### config.mk
export PLATFORM = sky130hd
export DESIGN_NAME = frame_filter_top
export DESIGN_NICKNAME = d
export VERILOG_FILES = /design/src/hdl/frame_pkg.sv /design/src/hdl/stats_pkg.sv /design/src/hdl/axis_if.sv /design/src/hdl/frame_classifier.sv /design/src/hdl/axis_fifo.sv /design/src/hdl/frame_stats.sv /design/src/hdl/frame_filter_top.sv
export SDC_FILE = /design/constraint.sdc
export NUM_CORES = 1
export LEC_CHECK = 0
export BUFFER_PORTS_ARGS = -buffer_cell sky130_fd_sc_hd__clkbuf_2
export CAP_MARGIN = 40
export CELL_PAD_IN_SITES_DETAIL_PLACEMENT = 0
export CELL_PAD_IN_SITES_GLOBAL_PLACEMENT = 2
export CORE_UTILIZATION = 49
export CTS_CLUSTER_DIAMETER = 80
export CTS_CLUSTER_SIZE = 14
export DETAILED_ROUTE_END_ITERATION = 7
export PLACE_DENSITY = 0.86
export SLEW_MARGIN = 5
export SYNTH_ARGS = -nofsm -noshare
export SYNTH_HDL_FRONTEND = slang
export SYNTH_SLANG_ARGS = --single-unit
### constraint.sdc
create_clock -name clk -period 5.88 [get_ports clk]
set_input_delay 0.588 -clock clk [delete_from_list [all_inputs] [get_ports clk]]
set_output_delay 0.588 -clock clk [all_outputs]
set_load 0.005 [all_outputs]
### src/hdl/frame_pkg.sv
package frame_pkg;

  localparam int DATA_W = 8; // one header byte per beat
  localparam int DEST_W = 6;

  // top two header bits
  typedef enum logic [1:0] {
    OP_FORWARD = 2'd0,
    OP_DROP    = 2'd1,
    OP_RSVD2   = 2'd2, // handled as drop
    OP_RSVD3   = 2'd3  // handled as drop
  } hdr_op_t;

  // header byte as it arrives on the stream
  typedef struct packed {
    hdr_op_t           op;
    logic [DEST_W-1:0] dest;
  } hdr_t;

  typedef enum logic {
    CLS_HEAD = 1'b0, // next beat is a header
    CLS_BODY = 1'b1
  } cls_state_t;

endpackage

### src/hdl/stats_pkg.sv
package stats_pkg;

  // outcome of one frame at the FIFO write side
  // only one frame can end per cycle, so one event at a time
  typedef enum logic [2:0] {
    EV_NONE     = 3'd0,
    EV_GOOD     = 3'd1,
    EV_BAD      = 3'd2,
    EV_OVERFLOW = 3'd3
  } frame_event_t;

endpackage

### src/hdl/axis_if.sv
`timescale 1ns/1ps

interface axis_if
  import frame_pkg::*;
();

  logic [DATA_W-1:0] tdata;
  logic              tvalid;
  logic              tready;
  logic              tlast;
  logic [DEST_W-1:0] tdest;
  logic              tuser; // bad frame, valid with tlast

  modport src (
    output tdata, tvalid, tlast, tdest, tuser,
    input  tready
  );

  modport snk (
    input  tdata, tvalid, tlast, tdest, tuser,
    output tready
  );

endinterface

### src/hdl/frame_classifier.sv
`timescale 1ns/1ps

module frame_classifier
  import frame_pkg::*;
(
  input  logic              clk,
  input  logic              rst,
  input  logic [DATA_W-1:0] s_tdata,
  input  logic              s_tvalid,
  output logic              s_tready,
  input  logic              s_tlast,
  axis_if.src               out,
  output logic              runt
);

  cls_state_t        state;
  hdr_t              hdr_in;
  hdr_op_t           op_reg;
  logic [DEST_W-1:0] dest_reg;
  logic [DATA_W-1:0] xor_reg;
  logic [DATA_W-1:0] xor_next;
  logic              accept;
  logic              out_valid_reg;
  logic [DATA_W-1:0] out_data_reg;
  logic              out_last_reg;
  logic              out_bad_reg;

  assign hdr_in   = hdr_t'(s_tdata);
  assign xor_next = xor_reg ^ s_tdata;

  // single output slot, free when empty or draining this cycle
  assign s_tready = !out_valid_reg || out.tready;
  assign accept   = s_tvalid && s_tready;

  assign out.tvalid = out_valid_reg;
  assign out.tdata  = out_data_reg;
  assign out.tlast  = out_last_reg;
  assign out.tuser  = out_bad_reg;
  // dest_reg only reloads on a header, after the last beat has left the slot
  assign out.tdest  = dest_reg;

  always_ff @(posedge clk) begin
    if (rst) begin
      state         <= CLS_HEAD;
      out_valid_reg <= 1'b0;
      runt          <= 1'b0;
    end else begin
      runt <= 1'b0;
      if (out.tready) begin
        out_valid_reg <= 1'b0;
      end
      if (accept) begin
        case (state)
          CLS_HEAD: begin
            if (s_tlast) begin
              runt <= 1'b1; // header with no payload
            end else begin
              state <= CLS_BODY;
            end
          end
          CLS_BODY: begin
            out_valid_reg <= 1'b1;
            if (s_tlast) begin
              state <= CLS_HEAD;
            end
          end
          default: state <= CLS_HEAD;
        endcase
      end
    end
  end

  always_ff @(posedge clk) begin
    if (accept) begin
      if (state == CLS_HEAD) begin
        op_reg   <= hdr_in.op;
        dest_reg <= hdr_in.dest;
        xor_reg  <= s_tdata; // header is part of the check
      end else begin
        xor_reg      <= xor_next;
        out_data_reg <= s_tdata;
        out_last_reg <= s_tlast;
        // flag decided on the check byte itself
        out_bad_reg  <= s_tlast && ((op_reg != OP_FORWARD) || (xor_next != '0));
      end
    end
  end

endmodule

### src/hdl/axis_fifo.sv
`timescale 1ns/1ps

module axis_fifo
  import frame_pkg::*;
  import stats_pkg::*;
#(
  parameter int ADDR_WIDTH = 4
)
(
  input  logic         clk,
  input  logic         rst,
  axis_if.snk          in,
  axis_if.src          out,
  output frame_event_t fifo_event
);

  localparam int WIDTH = DATA_W + DEST_W + 1; // data, dest, last

  logic [ADDR_WIDTH:0] wr_ptr_reg;
  logic [ADDR_WIDTH:0] wr_ptr_next;
  logic [ADDR_WIDTH:0] wr_ptr_cur_reg;
  logic [ADDR_WIDTH:0] wr_ptr_cur_next;
  logic [ADDR_WIDTH:0] rd_ptr_reg;
  logic [ADDR_WIDTH:0] rd_ptr_next;

  logic [WIDTH-1:0] mem [2**ADDR_WIDTH];
  logic [WIDTH-1:0] mem_read_data_reg;
  logic             mem_read_data_valid_reg;
  logic             mem_read_data_valid_next;
  logic [WIDTH-1:0] out_reg;
  logic             out_valid_reg;
  logic             out_valid_next;

  logic         full_cur;
  logic         full_wr;
  logic         empty;
  logic         write;
  logic         read;
  logic         store_output;
  logic         drop_frame_reg;
  logic         drop_frame_next;
  frame_event_t event_next;

  // current frame ran into unread data
  assign full_cur = (wr_ptr_cur_reg[ADDR_WIDTH] != rd_ptr_reg[ADDR_WIDTH]) &&
                    (wr_ptr_cur_reg[ADDR_WIDTH-1:0] == rd_ptr_reg[ADDR_WIDTH-1:0]);
  // current frame alone fills the whole buffer
  assign full_wr  = (wr_ptr_reg[ADDR_WIDTH] != wr_ptr_cur_reg[ADDR_WIDTH]) &&
                    (wr_ptr_reg[ADDR_WIDTH-1:0] == wr_ptr_cur_reg[ADDR_WIDTH-1:0]);
  assign empty    = wr_ptr_reg == rd_ptr_reg; // only committed frames are visible

  assign in.tready = 1'b1; // drop when full, never back-pressure

  assign out.tvalid = out_valid_reg;
  assign out.tdata  = out_reg[DATA_W-1:0];
  assign out.tdest  = out_reg[DATA_W +: DEST_W];
  assign out.tlast  = out_reg[WIDTH-1];
  assign out.tuser  = 1'b0; // bad frames never leave the buffer

  always_comb begin
    write           = 1'b0;
    drop_frame_next = drop_frame_reg;
    event_next      = EV_NONE;
    wr_ptr_next     = wr_ptr_reg;
    wr_ptr_cur_next = wr_ptr_cur_reg;
    if (in.tvalid && in.tready) begin
      if (full_cur || full_wr || drop_frame_reg) begin
        drop_frame_next = 1'b1; // swallow the rest of the frame
        if (in.tlast) begin
          wr_ptr_cur_next = wr_ptr_reg;
          drop_frame_next = 1'b0;
          event_next      = EV_OVERFLOW;
        end
      end else begin
        write           = 1'b1;
        wr_ptr_cur_next = wr_ptr_cur_reg + 1'b1;
        if (in.tlast) begin
          if (in.tuser) begin
            wr_ptr_cur_next = wr_ptr_reg; // rewind
            event_next      = EV_BAD;
          end else begin
            wr_ptr_next = wr_ptr_cur_reg + 1'b1; // commit
            event_next  = EV_GOOD;
          end
        end
      end
    end
  end

  always_ff @(posedge clk) begin
    if (rst) begin
      wr_ptr_reg     <= '0;
      wr_ptr_cur_reg <= '0;
      drop_frame_reg <= 1'b0;
      fifo_event     <= EV_NONE;
    end else begin
      wr_ptr_reg     <= wr_ptr_next;
      wr_ptr_cur_reg <= wr_ptr_cur_next;
      drop_frame_reg <= drop_frame_next;
      fifo_event     <= event_next;
    end
  end

  always_ff @(posedge clk) begin
    if (write) begin
      mem[wr_ptr_cur_reg[ADDR_WIDTH-1:0]] <= {in.tlast, in.tdest, in.tdata};
    end
  end

  // first stage, memory read register
  always_comb begin
    read                     = 1'b0;
    rd_ptr_next              = rd_ptr_reg;
    mem_read_data_valid_next = mem_read_data_valid_reg;
    if (store_output || !mem_read_data_valid_reg) begin
      if (!empty) begin
        read                     = 1'b1;
        mem_read_data_valid_next = 1'b1;
        rd_ptr_next              = rd_ptr_reg + 1'b1;
      end else begin
        mem_read_data_valid_next = 1'b0;
      end
    end
  end

  always_ff @(posedge clk) begin
    if (rst) begin
      rd_ptr_reg              <= '0;
      mem_read_data_valid_reg <= 1'b0;
    end else begin
      rd_ptr_reg              <= rd_ptr_next;
      mem_read_data_valid_reg <= mem_read_data_valid_next;
    end
    if (read) begin
      mem_read_data_reg <= mem[rd_ptr_reg[ADDR_WIDTH-1:0]];
    end
  end

  // second stage, output register
  always_comb begin
    store_output   = 1'b0;
    out_valid_next = out_valid_reg;
    if (out.tready || !out_valid_reg) begin
      store_output   = 1'b1;
      out_valid_next = mem_read_data_valid_reg;
    end
  end

  always_ff @(posedge clk) begin
    if (rst) begin
      out_valid_reg <= 1'b0;
    end else begin
      out_valid_reg <= out_valid_next;
    end
    if (store_output) begin
      out_reg <= mem_read_data_reg;
    end
  end

endmodule

### src/hdl/frame_stats.sv
`timescale 1ns/1ps

module frame_stats
  import stats_pkg::*;
#(
  parameter int COUNT_WIDTH = 16
)
(
  input  logic                   clk,
  input  logic                   rst,
  input  frame_event_t           fifo_event,
  input  logic                   runt,
  output logic [COUNT_WIDTH-1:0] good_count,
  output logic [COUNT_WIDTH-1:0] bad_count,
  output logic [COUNT_WIDTH-1:0] overflow_count,
  output logic [COUNT_WIDTH-1:0] runt_count
);

  localparam int N_CNT = 4;
  localparam int I_GOOD = 0;
  localparam int I_BAD = 1;
  localparam int I_OVF = 2;
  localparam int I_RUNT = 3;

  logic [N_CNT-1:0]       hit;
  logic [COUNT_WIDTH-1:0] cnt [N_CNT];

  // one hot per cycle from the event code
  assign hit[I_GOOD] = fifo_event == EV_GOOD;
  assign hit[I_BAD]  = fifo_event == EV_BAD;
  assign hit[I_OVF]  = fifo_event == EV_OVERFLOW;
  assign hit[I_RUNT] = runt;

  always_ff @(posedge clk) begin
    if (rst) begin
      for (int i = 0; i < N_CNT; i++) begin
        cnt[i] <= '0;
      end
    end else begin
      for (int i = 0; i < N_CNT; i++) begin
        if (hit[i] && (cnt[i] != '1)) begin // hold at max
          cnt[i] <= cnt[i] + 1'b1;
        end
      end
    end
  end

  assign good_count     = cnt[I_GOOD];
  assign bad_count      = cnt[I_BAD];
  assign overflow_count = cnt[I_OVF];
  assign runt_count     = cnt[I_RUNT];

endmodule

### src/hdl/frame_filter_top.sv
`timescale 1ns/1ps

module frame_filter_top
  import frame_pkg::*;
  import stats_pkg::*;
#(
  parameter int ADDR_WIDTH  = 4,
  parameter int COUNT_WIDTH = 16
)
(
  input  logic                   clk,
  input  logic                   rst,
  input  logic [DATA_W-1:0]      s_axis_tdata,
  input  logic                   s_axis_tvalid,
  output logic                   s_axis_tready,
  input  logic                   s_axis_tlast,
  output logic [DATA_W-1:0]      m_axis_tdata,
  output logic [DEST_W-1:0]      m_axis_tdest,
  output logic                   m_axis_tvalid,
  input  logic                   m_axis_tready,
  output logic                   m_axis_tlast,
  output logic [COUNT_WIDTH-1:0] good_count,
  output logic [COUNT_WIDTH-1:0] bad_count,
  output logic [COUNT_WIDTH-1:0] overflow_count,
  output logic [COUNT_WIDTH-1:0] runt_count
);

  axis_if cls_stream ();
  axis_if out_stream ();

  frame_event_t fifo_event;
  logic         runt;

  frame_classifier u_classifier (
    .clk      (clk),
    .rst      (rst),
    .s_tdata  (s_axis_tdata),
    .s_tvalid (s_axis_tvalid),
    .s_tready (s_axis_tready),
    .s_tlast  (s_axis_tlast),
    .out      (cls_stream.src),
    .runt     (runt)
  );

  axis_fifo #(
    .ADDR_WIDTH (ADDR_WIDTH)
  ) u_fifo (
    .clk        (clk),
    .rst        (rst),
    .in         (cls_stream.snk),
    .out        (out_stream.src),
    .fifo_event (fifo_event)
  );

  frame_stats #(
    .COUNT_WIDTH (COUNT_WIDTH)
  ) u_stats (
    .clk            (clk),
    .rst            (rst),
    .fifo_event     (fifo_event),
    .runt           (runt),
    .good_count     (good_count),
    .bad_count      (bad_count),
    .overflow_count (overflow_count),
    .runt_count     (runt_count)
  );

  // output stream out to plain ports, tuser stays inside
  assign m_axis_tdata      = out_stream.tdata;
  assign m_axis_tdest      = out_stream.tdest;
  assign m_axis_tvalid     = out_stream.tvalid;
  assign m_axis_tlast      = out_stream.tlast;
  assign out_stream.tready = m_axis_tready;

endmodule

==> impl_metrics.py, run 1 <==
metrics = {
    "run_status": {
        "outcome": "complete, no violations",
    },
    "finish": {
        "synthToLayoutAreaGrowth_pct": 12.16,
        "post_layout_nonfiller_instances": 1405,
        "final_util_pct": 56.56,
        "multi_input_area_um2": 4093,
        "fillerInstances": 2419,
        "largest_reg_flops": 240,
        "fin_nets": 1020,
        "regArea_um2": 11280,
        "stdcell_area_um2": 17480,
        "drive_above_1_share_pct": 25.57,
        "antennaDiodeCount": 0,
    },
    "synthesis": {
        "ys.flop_type": "edfxtp_1",
        "postSynth.asyncResetShare_pct": 0,
        "syn_area_per_cell_um2": 17.63,
        "synth_edf_count": 360,
        "syn_nets": 906,
        "yosysSeqAreaShare_pct": 72.31,
        "synth_cell_types": 55,
        "synth_warnings": 0,
        "synthCells": 884,
        "syn-cell-area_um2": 15590,
        "ys_ff_latch": 383,
    },
    "clock_network": {
        "cts_resized": 0,
        "cts_hold_buffers": 0,
        "cts.sinks": 383,
        "post_cts_buffers": 0,
        "htree_levels": 1,
        "cts_buffers": 31,
        "clk_pin_slew_worst_paths_ps": 70,
        "ctsRootBufferMaster": "clkbuf_16",
        "clk_latency_ps": 580,
        "tritoncts": "built",
        "cts_max_path_buffers": 3,
    },
    "global_routing": {
        "grt_pass1_vias": 7863,
        "antenna_found_initial": 0,
        "grt_max_degree": 63,
        "grt_pass1_wl_mm": 47.27,
        "overflow": 0,
        "track_usage_pct": 18.81,
    },
    "floorplanning": {
        "core_area_um2": 30910,
        "pin_count": 94,
        "dieHeight_um": 180.4,
        "start_util_pct": 50.43,
        "rows": 64,
        "die_w_um": 180.4,
        "die_area_um2": 32530,
    },
    "sta": {
        "rsz0062_at_grt": "false",
        "fin_crit_sh_pct": 55.87,
        "finalClockSkew_ps": 17.17,
        "period_needed_ps": 3285,
        "max_freq_ghz": 0.3044,
        "finalSetupTns_ps": 0,
        "slew_headroom_pct": 48.18,
        "setup_violations": 0,
        "worst_pin_slew_ps": 777.3,
        "finalMaxSlewViolations": 0,
        "hold_violations": 0,
    },
    "setup_path": {
        "r2r_start": "u_fifo.wr_ptr_cur_reg[3]",
        "rrSetupSlack_ps": 2590,
        "start_kind": "register",
        "cp_slowest_cell": "dfxtp_1",
        "required_ps": 6150,
        "crit_arrival_ps": 3550,
        "path_class": "register to register",
        "cpPeakStageDelay_ps": 760,
        "crit_start": "u_fifo.wr_ptr_cur_reg[3]",
        "worstPathCellList": "xor2_1, nor3_2, a31oi_2, nand3_1, nand3b_1, nor2_1, buf_4",
        "crit_fanout": 15,
        "worstSetupEndpointType": "register",
    },
    "routing": {
        "vias": 7879,
        "drc": 0,
        "routedWlPerCell_um": 21.24,
        "routed_wl_mm": 29.85,
        "drtPass1Iterations": 5,
        "ant_nets": 0,
        "vias_per_cell": 5.608,
        "drtIter0Drc": 735,
    },
    "placement": {
        "place_inst": 1361,
        "place_area_um2": 16630,
        "finalWeightedCongestion": 0.7345,
        "hpwl_mm": 19.28,
        "io_buffers": 92,
    },
    "power_and_ir_drop": {
        "power_density_nw_per_um2": 316.5,
        "leakage_uw": 0.005707,
        "ir_worst_vdd_mv": 0.2197,
        "totalPowerFinal_uw": 5534,
    },
    "run": {
        "cap_violations": 0,
    },
    "worst_hold_path": {
        "worst_hold_path_type": "input pin to register",
        "hp-start": "s_axis_tlast",
    },
}
[layout by cell type (no fill, tap or decap), types with 2 or more instances in the layout]
cell type	n
edfxtp_1	360
nor3_1	7
or2_2	2
nand4_1	13
a31o_2	3
a31oi_1	3
xor2_1	54
xnor2_1	40
and3_4	3
nand3_1	32
ha_1	9
and4_1	4
clkbuf_2	92
clkbuf_16	31
dfxtp_1	21
nor4_2	8
o21ai_0	4
clkbuf_1	11
mux4_2	75
inv_1	21
nor2b_1	2
nor3_2	5
mux2i_1	6
buf_4	21
o21ai_1	3
nor2_1	101
nand2_1	37
and3_1	6
o32ai_1	2
[power breakdown]
group | leakage (uW) | internal, uW | switching (uW)
Sequential | 0.00355 | 3080 | 91.7
Clock | 0.000411 | 964 | 912
Combinational | 0.00175 | 256 | 232
[per-stage QoR]
| stage | setup WS, ps | hold WS, ps |
|---|---|---|
| after CTS | 2578 | 241.1 |
| final | 2595 | 256.2 |
| after global routing | 2332 | 235.8 |
| after floorplan | 2683 | 400.3 |
| after global placement | 2211 | 405.0 |
| after detailed placement | 2612 | 413.7 |
[critical path: cells and delay by family, from the launching register on]
kind,cells,cell delay [ps]
XOR/XNOR,1,240
buffers and inverters,1,280
flip-flops,1,760
AO/OA/AOI/OAI,1,240
AND/OR/NAND/NOR,4,1440
[synth_stat cells, drive strengths merged, types with 12 or more instances]
library cell,instances,area share (%)
buf,26,1.1
dfxtp,23,3.0
edfxtp,360,69
inv,21,0.51
mux4,75,11
nand2,38,0.93
nand3,32,1.0
nand4,14,0.60
nor2,101,2.4
nor3,12,0.42
xnor2,40,2.2
xor2,54,3.0
[path summary, 6_finish.rpt]
kind | end | depth (start not counted)
setup / recovery | u_fifo.mem[8][7] | 7
hold / removal | u_classifier.out.tlast | 1
setup reg to reg | u_fifo.mem[8][7] | 7
hold reg to reg | u_fifo.out_reg[13] | 0
[cell type report]
type                            count  share of cell area [%]
Clock buffer                       42                   4.673
Sequential cell                   383                   64.50
Clock inverter                      2                  0.1789
Tap cell                          396                   2.834
Inverter                           21                  0.4509
Timing Repair Buffer              117                   3.958
Multi-Input combinational cell    444                   23.41
[per-layer routing]
layer	up-vias	global-route usage, %	share of wire, %
li1	3622	-	-
met1	4006	29.93	48
met2	219	28.16	45
met3	32	2.344	5.5
met4	0	3.453	1.3
met5	-	0	0
[cell families (layout without fill, tap and decap cells)]
group / after synthesis / count (layout) / synth area share, %
flip-flops: 383 / 383 / 72.31
AND/OR/NAND/NOR: 230 / 230 / 6.967
XOR/XNOR: 94 / 94 / 5.282
multiplexers: 81 / 81 / 11.22
buffers and inverters: 57 / 182 / 1.886
AO/OA/AOI/OAI: 29 / 29 / 1.589
adder cells (fa/ha/maj): 9 / 9 / 0.7224
other: 1 / 1 / 0.02406
Note: power is estimated with default switching activity, not from simulation.
==> run 2: changes to the inputs <==
CORE_UTILIZATION = 41   (was 49)
PLACE_DENSITY = 0.77   (was 0.86)
clock period = 2.8 ns   (was 5.88 ns; I/O delays follow)
==> run 2 against run 1 <==
- first-iteration DRC count decreased by 28%
- die area is 19% higher
- clock power up 130%
- combinational power rose by 120%
- wire length rose by 6.5%
- non-clock buffer count grew 24
- final area is 2.6% higher
- worst setup slack got worse by 2100 ps
==> impl_metrics.py, run 2 (synthesis gave the netlist of run 1 again) <==
metrics = {
    "placement": {
        "place_area_um2": 16920,
        "dpl_worst_slack_ps": 407.3,
        "finalWeightedCongestion": 0.7602,
        "io_buffers": 92,
        "hpwl_mm": 19.90,
    },
    "worst_hold_path": {
        "worst_hold_path_type": "input pin to register",
        "hold_depth": 1,
    },
    "routing": {
        "drc": 0,
        "wl_met3_mm": 1.416,
        "routedWlPerCell_um": 20.44,
        "maxUsedRoutingLayer": "met4",
        "vias": 8028,
        "drtIter0Drc": 527,
        "drt-met1-wl_mm": 14.75,
        "vias_per_cell": 5.163,
        "routed_wl_mm": 31.79,
        "wl_met2_mm": 15.15,
        "drtPass1Iterations": 4,
        "ant_nets": 0,
    },
    "power_and_ir_drop": {
        "power_density_nw_per_um2": 670.0,
        "leakage_uw": 0.005896,
        "ir_worst_vdd_mv": 0.3698,
    },
    "floorplanning": {
        "dieHeight_um": 197.0,
        "rows": 71,
        "start_util_pct": 41.48,
        "core_area_um2": 37580,
        "die_area_um2": 38800,
        "pin_count": 94,
        "die_w_um": 197.0,
    },
    "finish": {
        "largest_reg_flops": 240,
        "final_util_pct": 47.75,
        "antennaDiodeCount": 0,
        "final_common_cell": "edfxtp_1",
        "stdcell_area_um2": 17940,
        "final_cell_mix": "edfxtp_1, nor2_1, clkbuf_2",
        "drive_above_1_share_pct": 27.49,
        "fin_nets": 1047,
        "synthToLayoutAreaGrowth_pct": 15.12,
        "fillerInstances": 3173,
    },
    "sta": {
        "period_needed_ps": 2354,
        "hold_violations": 0,
        "fin_crit_sh_pct": 84.09,
        "max_freq_ghz": 0.4247,
        "finalClockSkew_ps": 21.94,
        "worst_pin_slew_ps": 756.0,
        "finalMaxSlewViolations": 0,
        "rsz0062_at_grt": "false",
        "worst_slack_ps": 445.6,
        "slew_headroom_pct": 49.55,
        "finalSetupTns_ps": 0,
        "setup_violations": 0,
    },
    "setup_path": {
        "start_kind": "register",
        "reg2reg_depth": 6,
        "required_ps": 3050,
        "crit_fanout": 16,
        "crit_arrival_ps": 2600,
        "cp_slowest_cell": "or2_1",
        "worstSetupEndpointType": "register",
        "cpPeakStageDelay_ps": 520,
        "path_class": "register to register",
        "worstPathCellList": "ha_1, and3_4, nand2_1, o41ai_2, or2_1, nor2_1",
    },
    "clock_network": {
        "cts.sinks": 383,
        "ctsRootBufferMaster": "clkbuf_16",
        "cts_buffers": 34,
        "cts_max_path_buffers": 3,
        "tritoncts": "built",
        "htree_levels": 2,
        "clk_latency_ps": 530,
        "post_cts_buffers": 0,
        "clk_pin_slew_worst_paths_ps": 60,
    },
    "run": {
        "cap_violations": 0,
    },
    "run_status": {
        "outcome": "complete, no violations",
    },
    "global_routing": {
        "grt_max_degree": 64,
        "grt_pass1_wl_mm": 48.88,
        "grt_pass1_vias": 8057,
        "overflow": 0,
        "antenna_found_initial": 0,
        "track_usage_pct": 16.85,
    },
}
==> run 2: cell types whose count changed in the layout (fill, tap and decap cells not counted), sizes merged <==
cell         before  now
buf              25   46
clkbuf          134  142
clkinv            0    2
dlygate4sd3       0    3
inv              23   24
==> run 2: final cells by class <==
class	count	area (um^2)	area share [%]
Tap cell	511	639.4	3.563
Sequential cell	383	11280	62.84
Clock inverter	5	55.05	0.3068
Timing Repair Buffer	141	860.8	4.797
Multi-Input combinational cell	444	4093	22.81
Clock buffer	50	942.2	5.250
Inverter	21	78.83	0.4393
==> run 2: final timing paths <==
kind	to	start	slack, ps
max	u_stats.cnt[0][40]	u_stats.cnt[0][32]	450
min	u_classifier.out.tdata[7]	s_axis_tdata[7]	20
max reg2reg	u_stats.cnt[0][40]	u_stats.cnt[0][32]	450
min reg2reg	u_fifo.out_reg[8]	u_fifo.mem_read_data_reg[8]	420
==> run 2: report_power, final <==
| group | internal, uW | switching, uW |
|---|---|---|
| combinational | 540 | 506 |
| sequential | 6460 | 140 |
| clock | 2360 | 2020 |
==> run 2: metrics by stage <==
stage,instances,hold WS (ps),power (uW)
6_report,1555,24.59,12020
5_1_grt,1555,21.34,12470
4_1_cts,1555,11.38,12190
3_5_place_dp,1497,404.5,7802
3_3_place_gp,1497,402.2,7797
2_1_floorplan,884,375.6,7461
==> run 2: layer usage <==
metal	track usage [%]	up-vias
met5	0	-
met4	4.192	0
met3	2.892	38
met2	26.21	178
met1	24.70	4113
li1	-	3699
==> run 2: what timing repair did <==
item                                   CTS  global route
hold buffers                             3             0
resized for setup                        0             0
endpoints found under the hold margin    6             0
==> run 2: worst max-delay path, delay by kind of cell (launching register included) <==
family / cells / cell delay [ps]
AOI/OAI and AO/OA: 1 / 360
DFF: 1 / 460
adders and majority gates: 1 / 300
and+or+nand+nor: 4 / 980
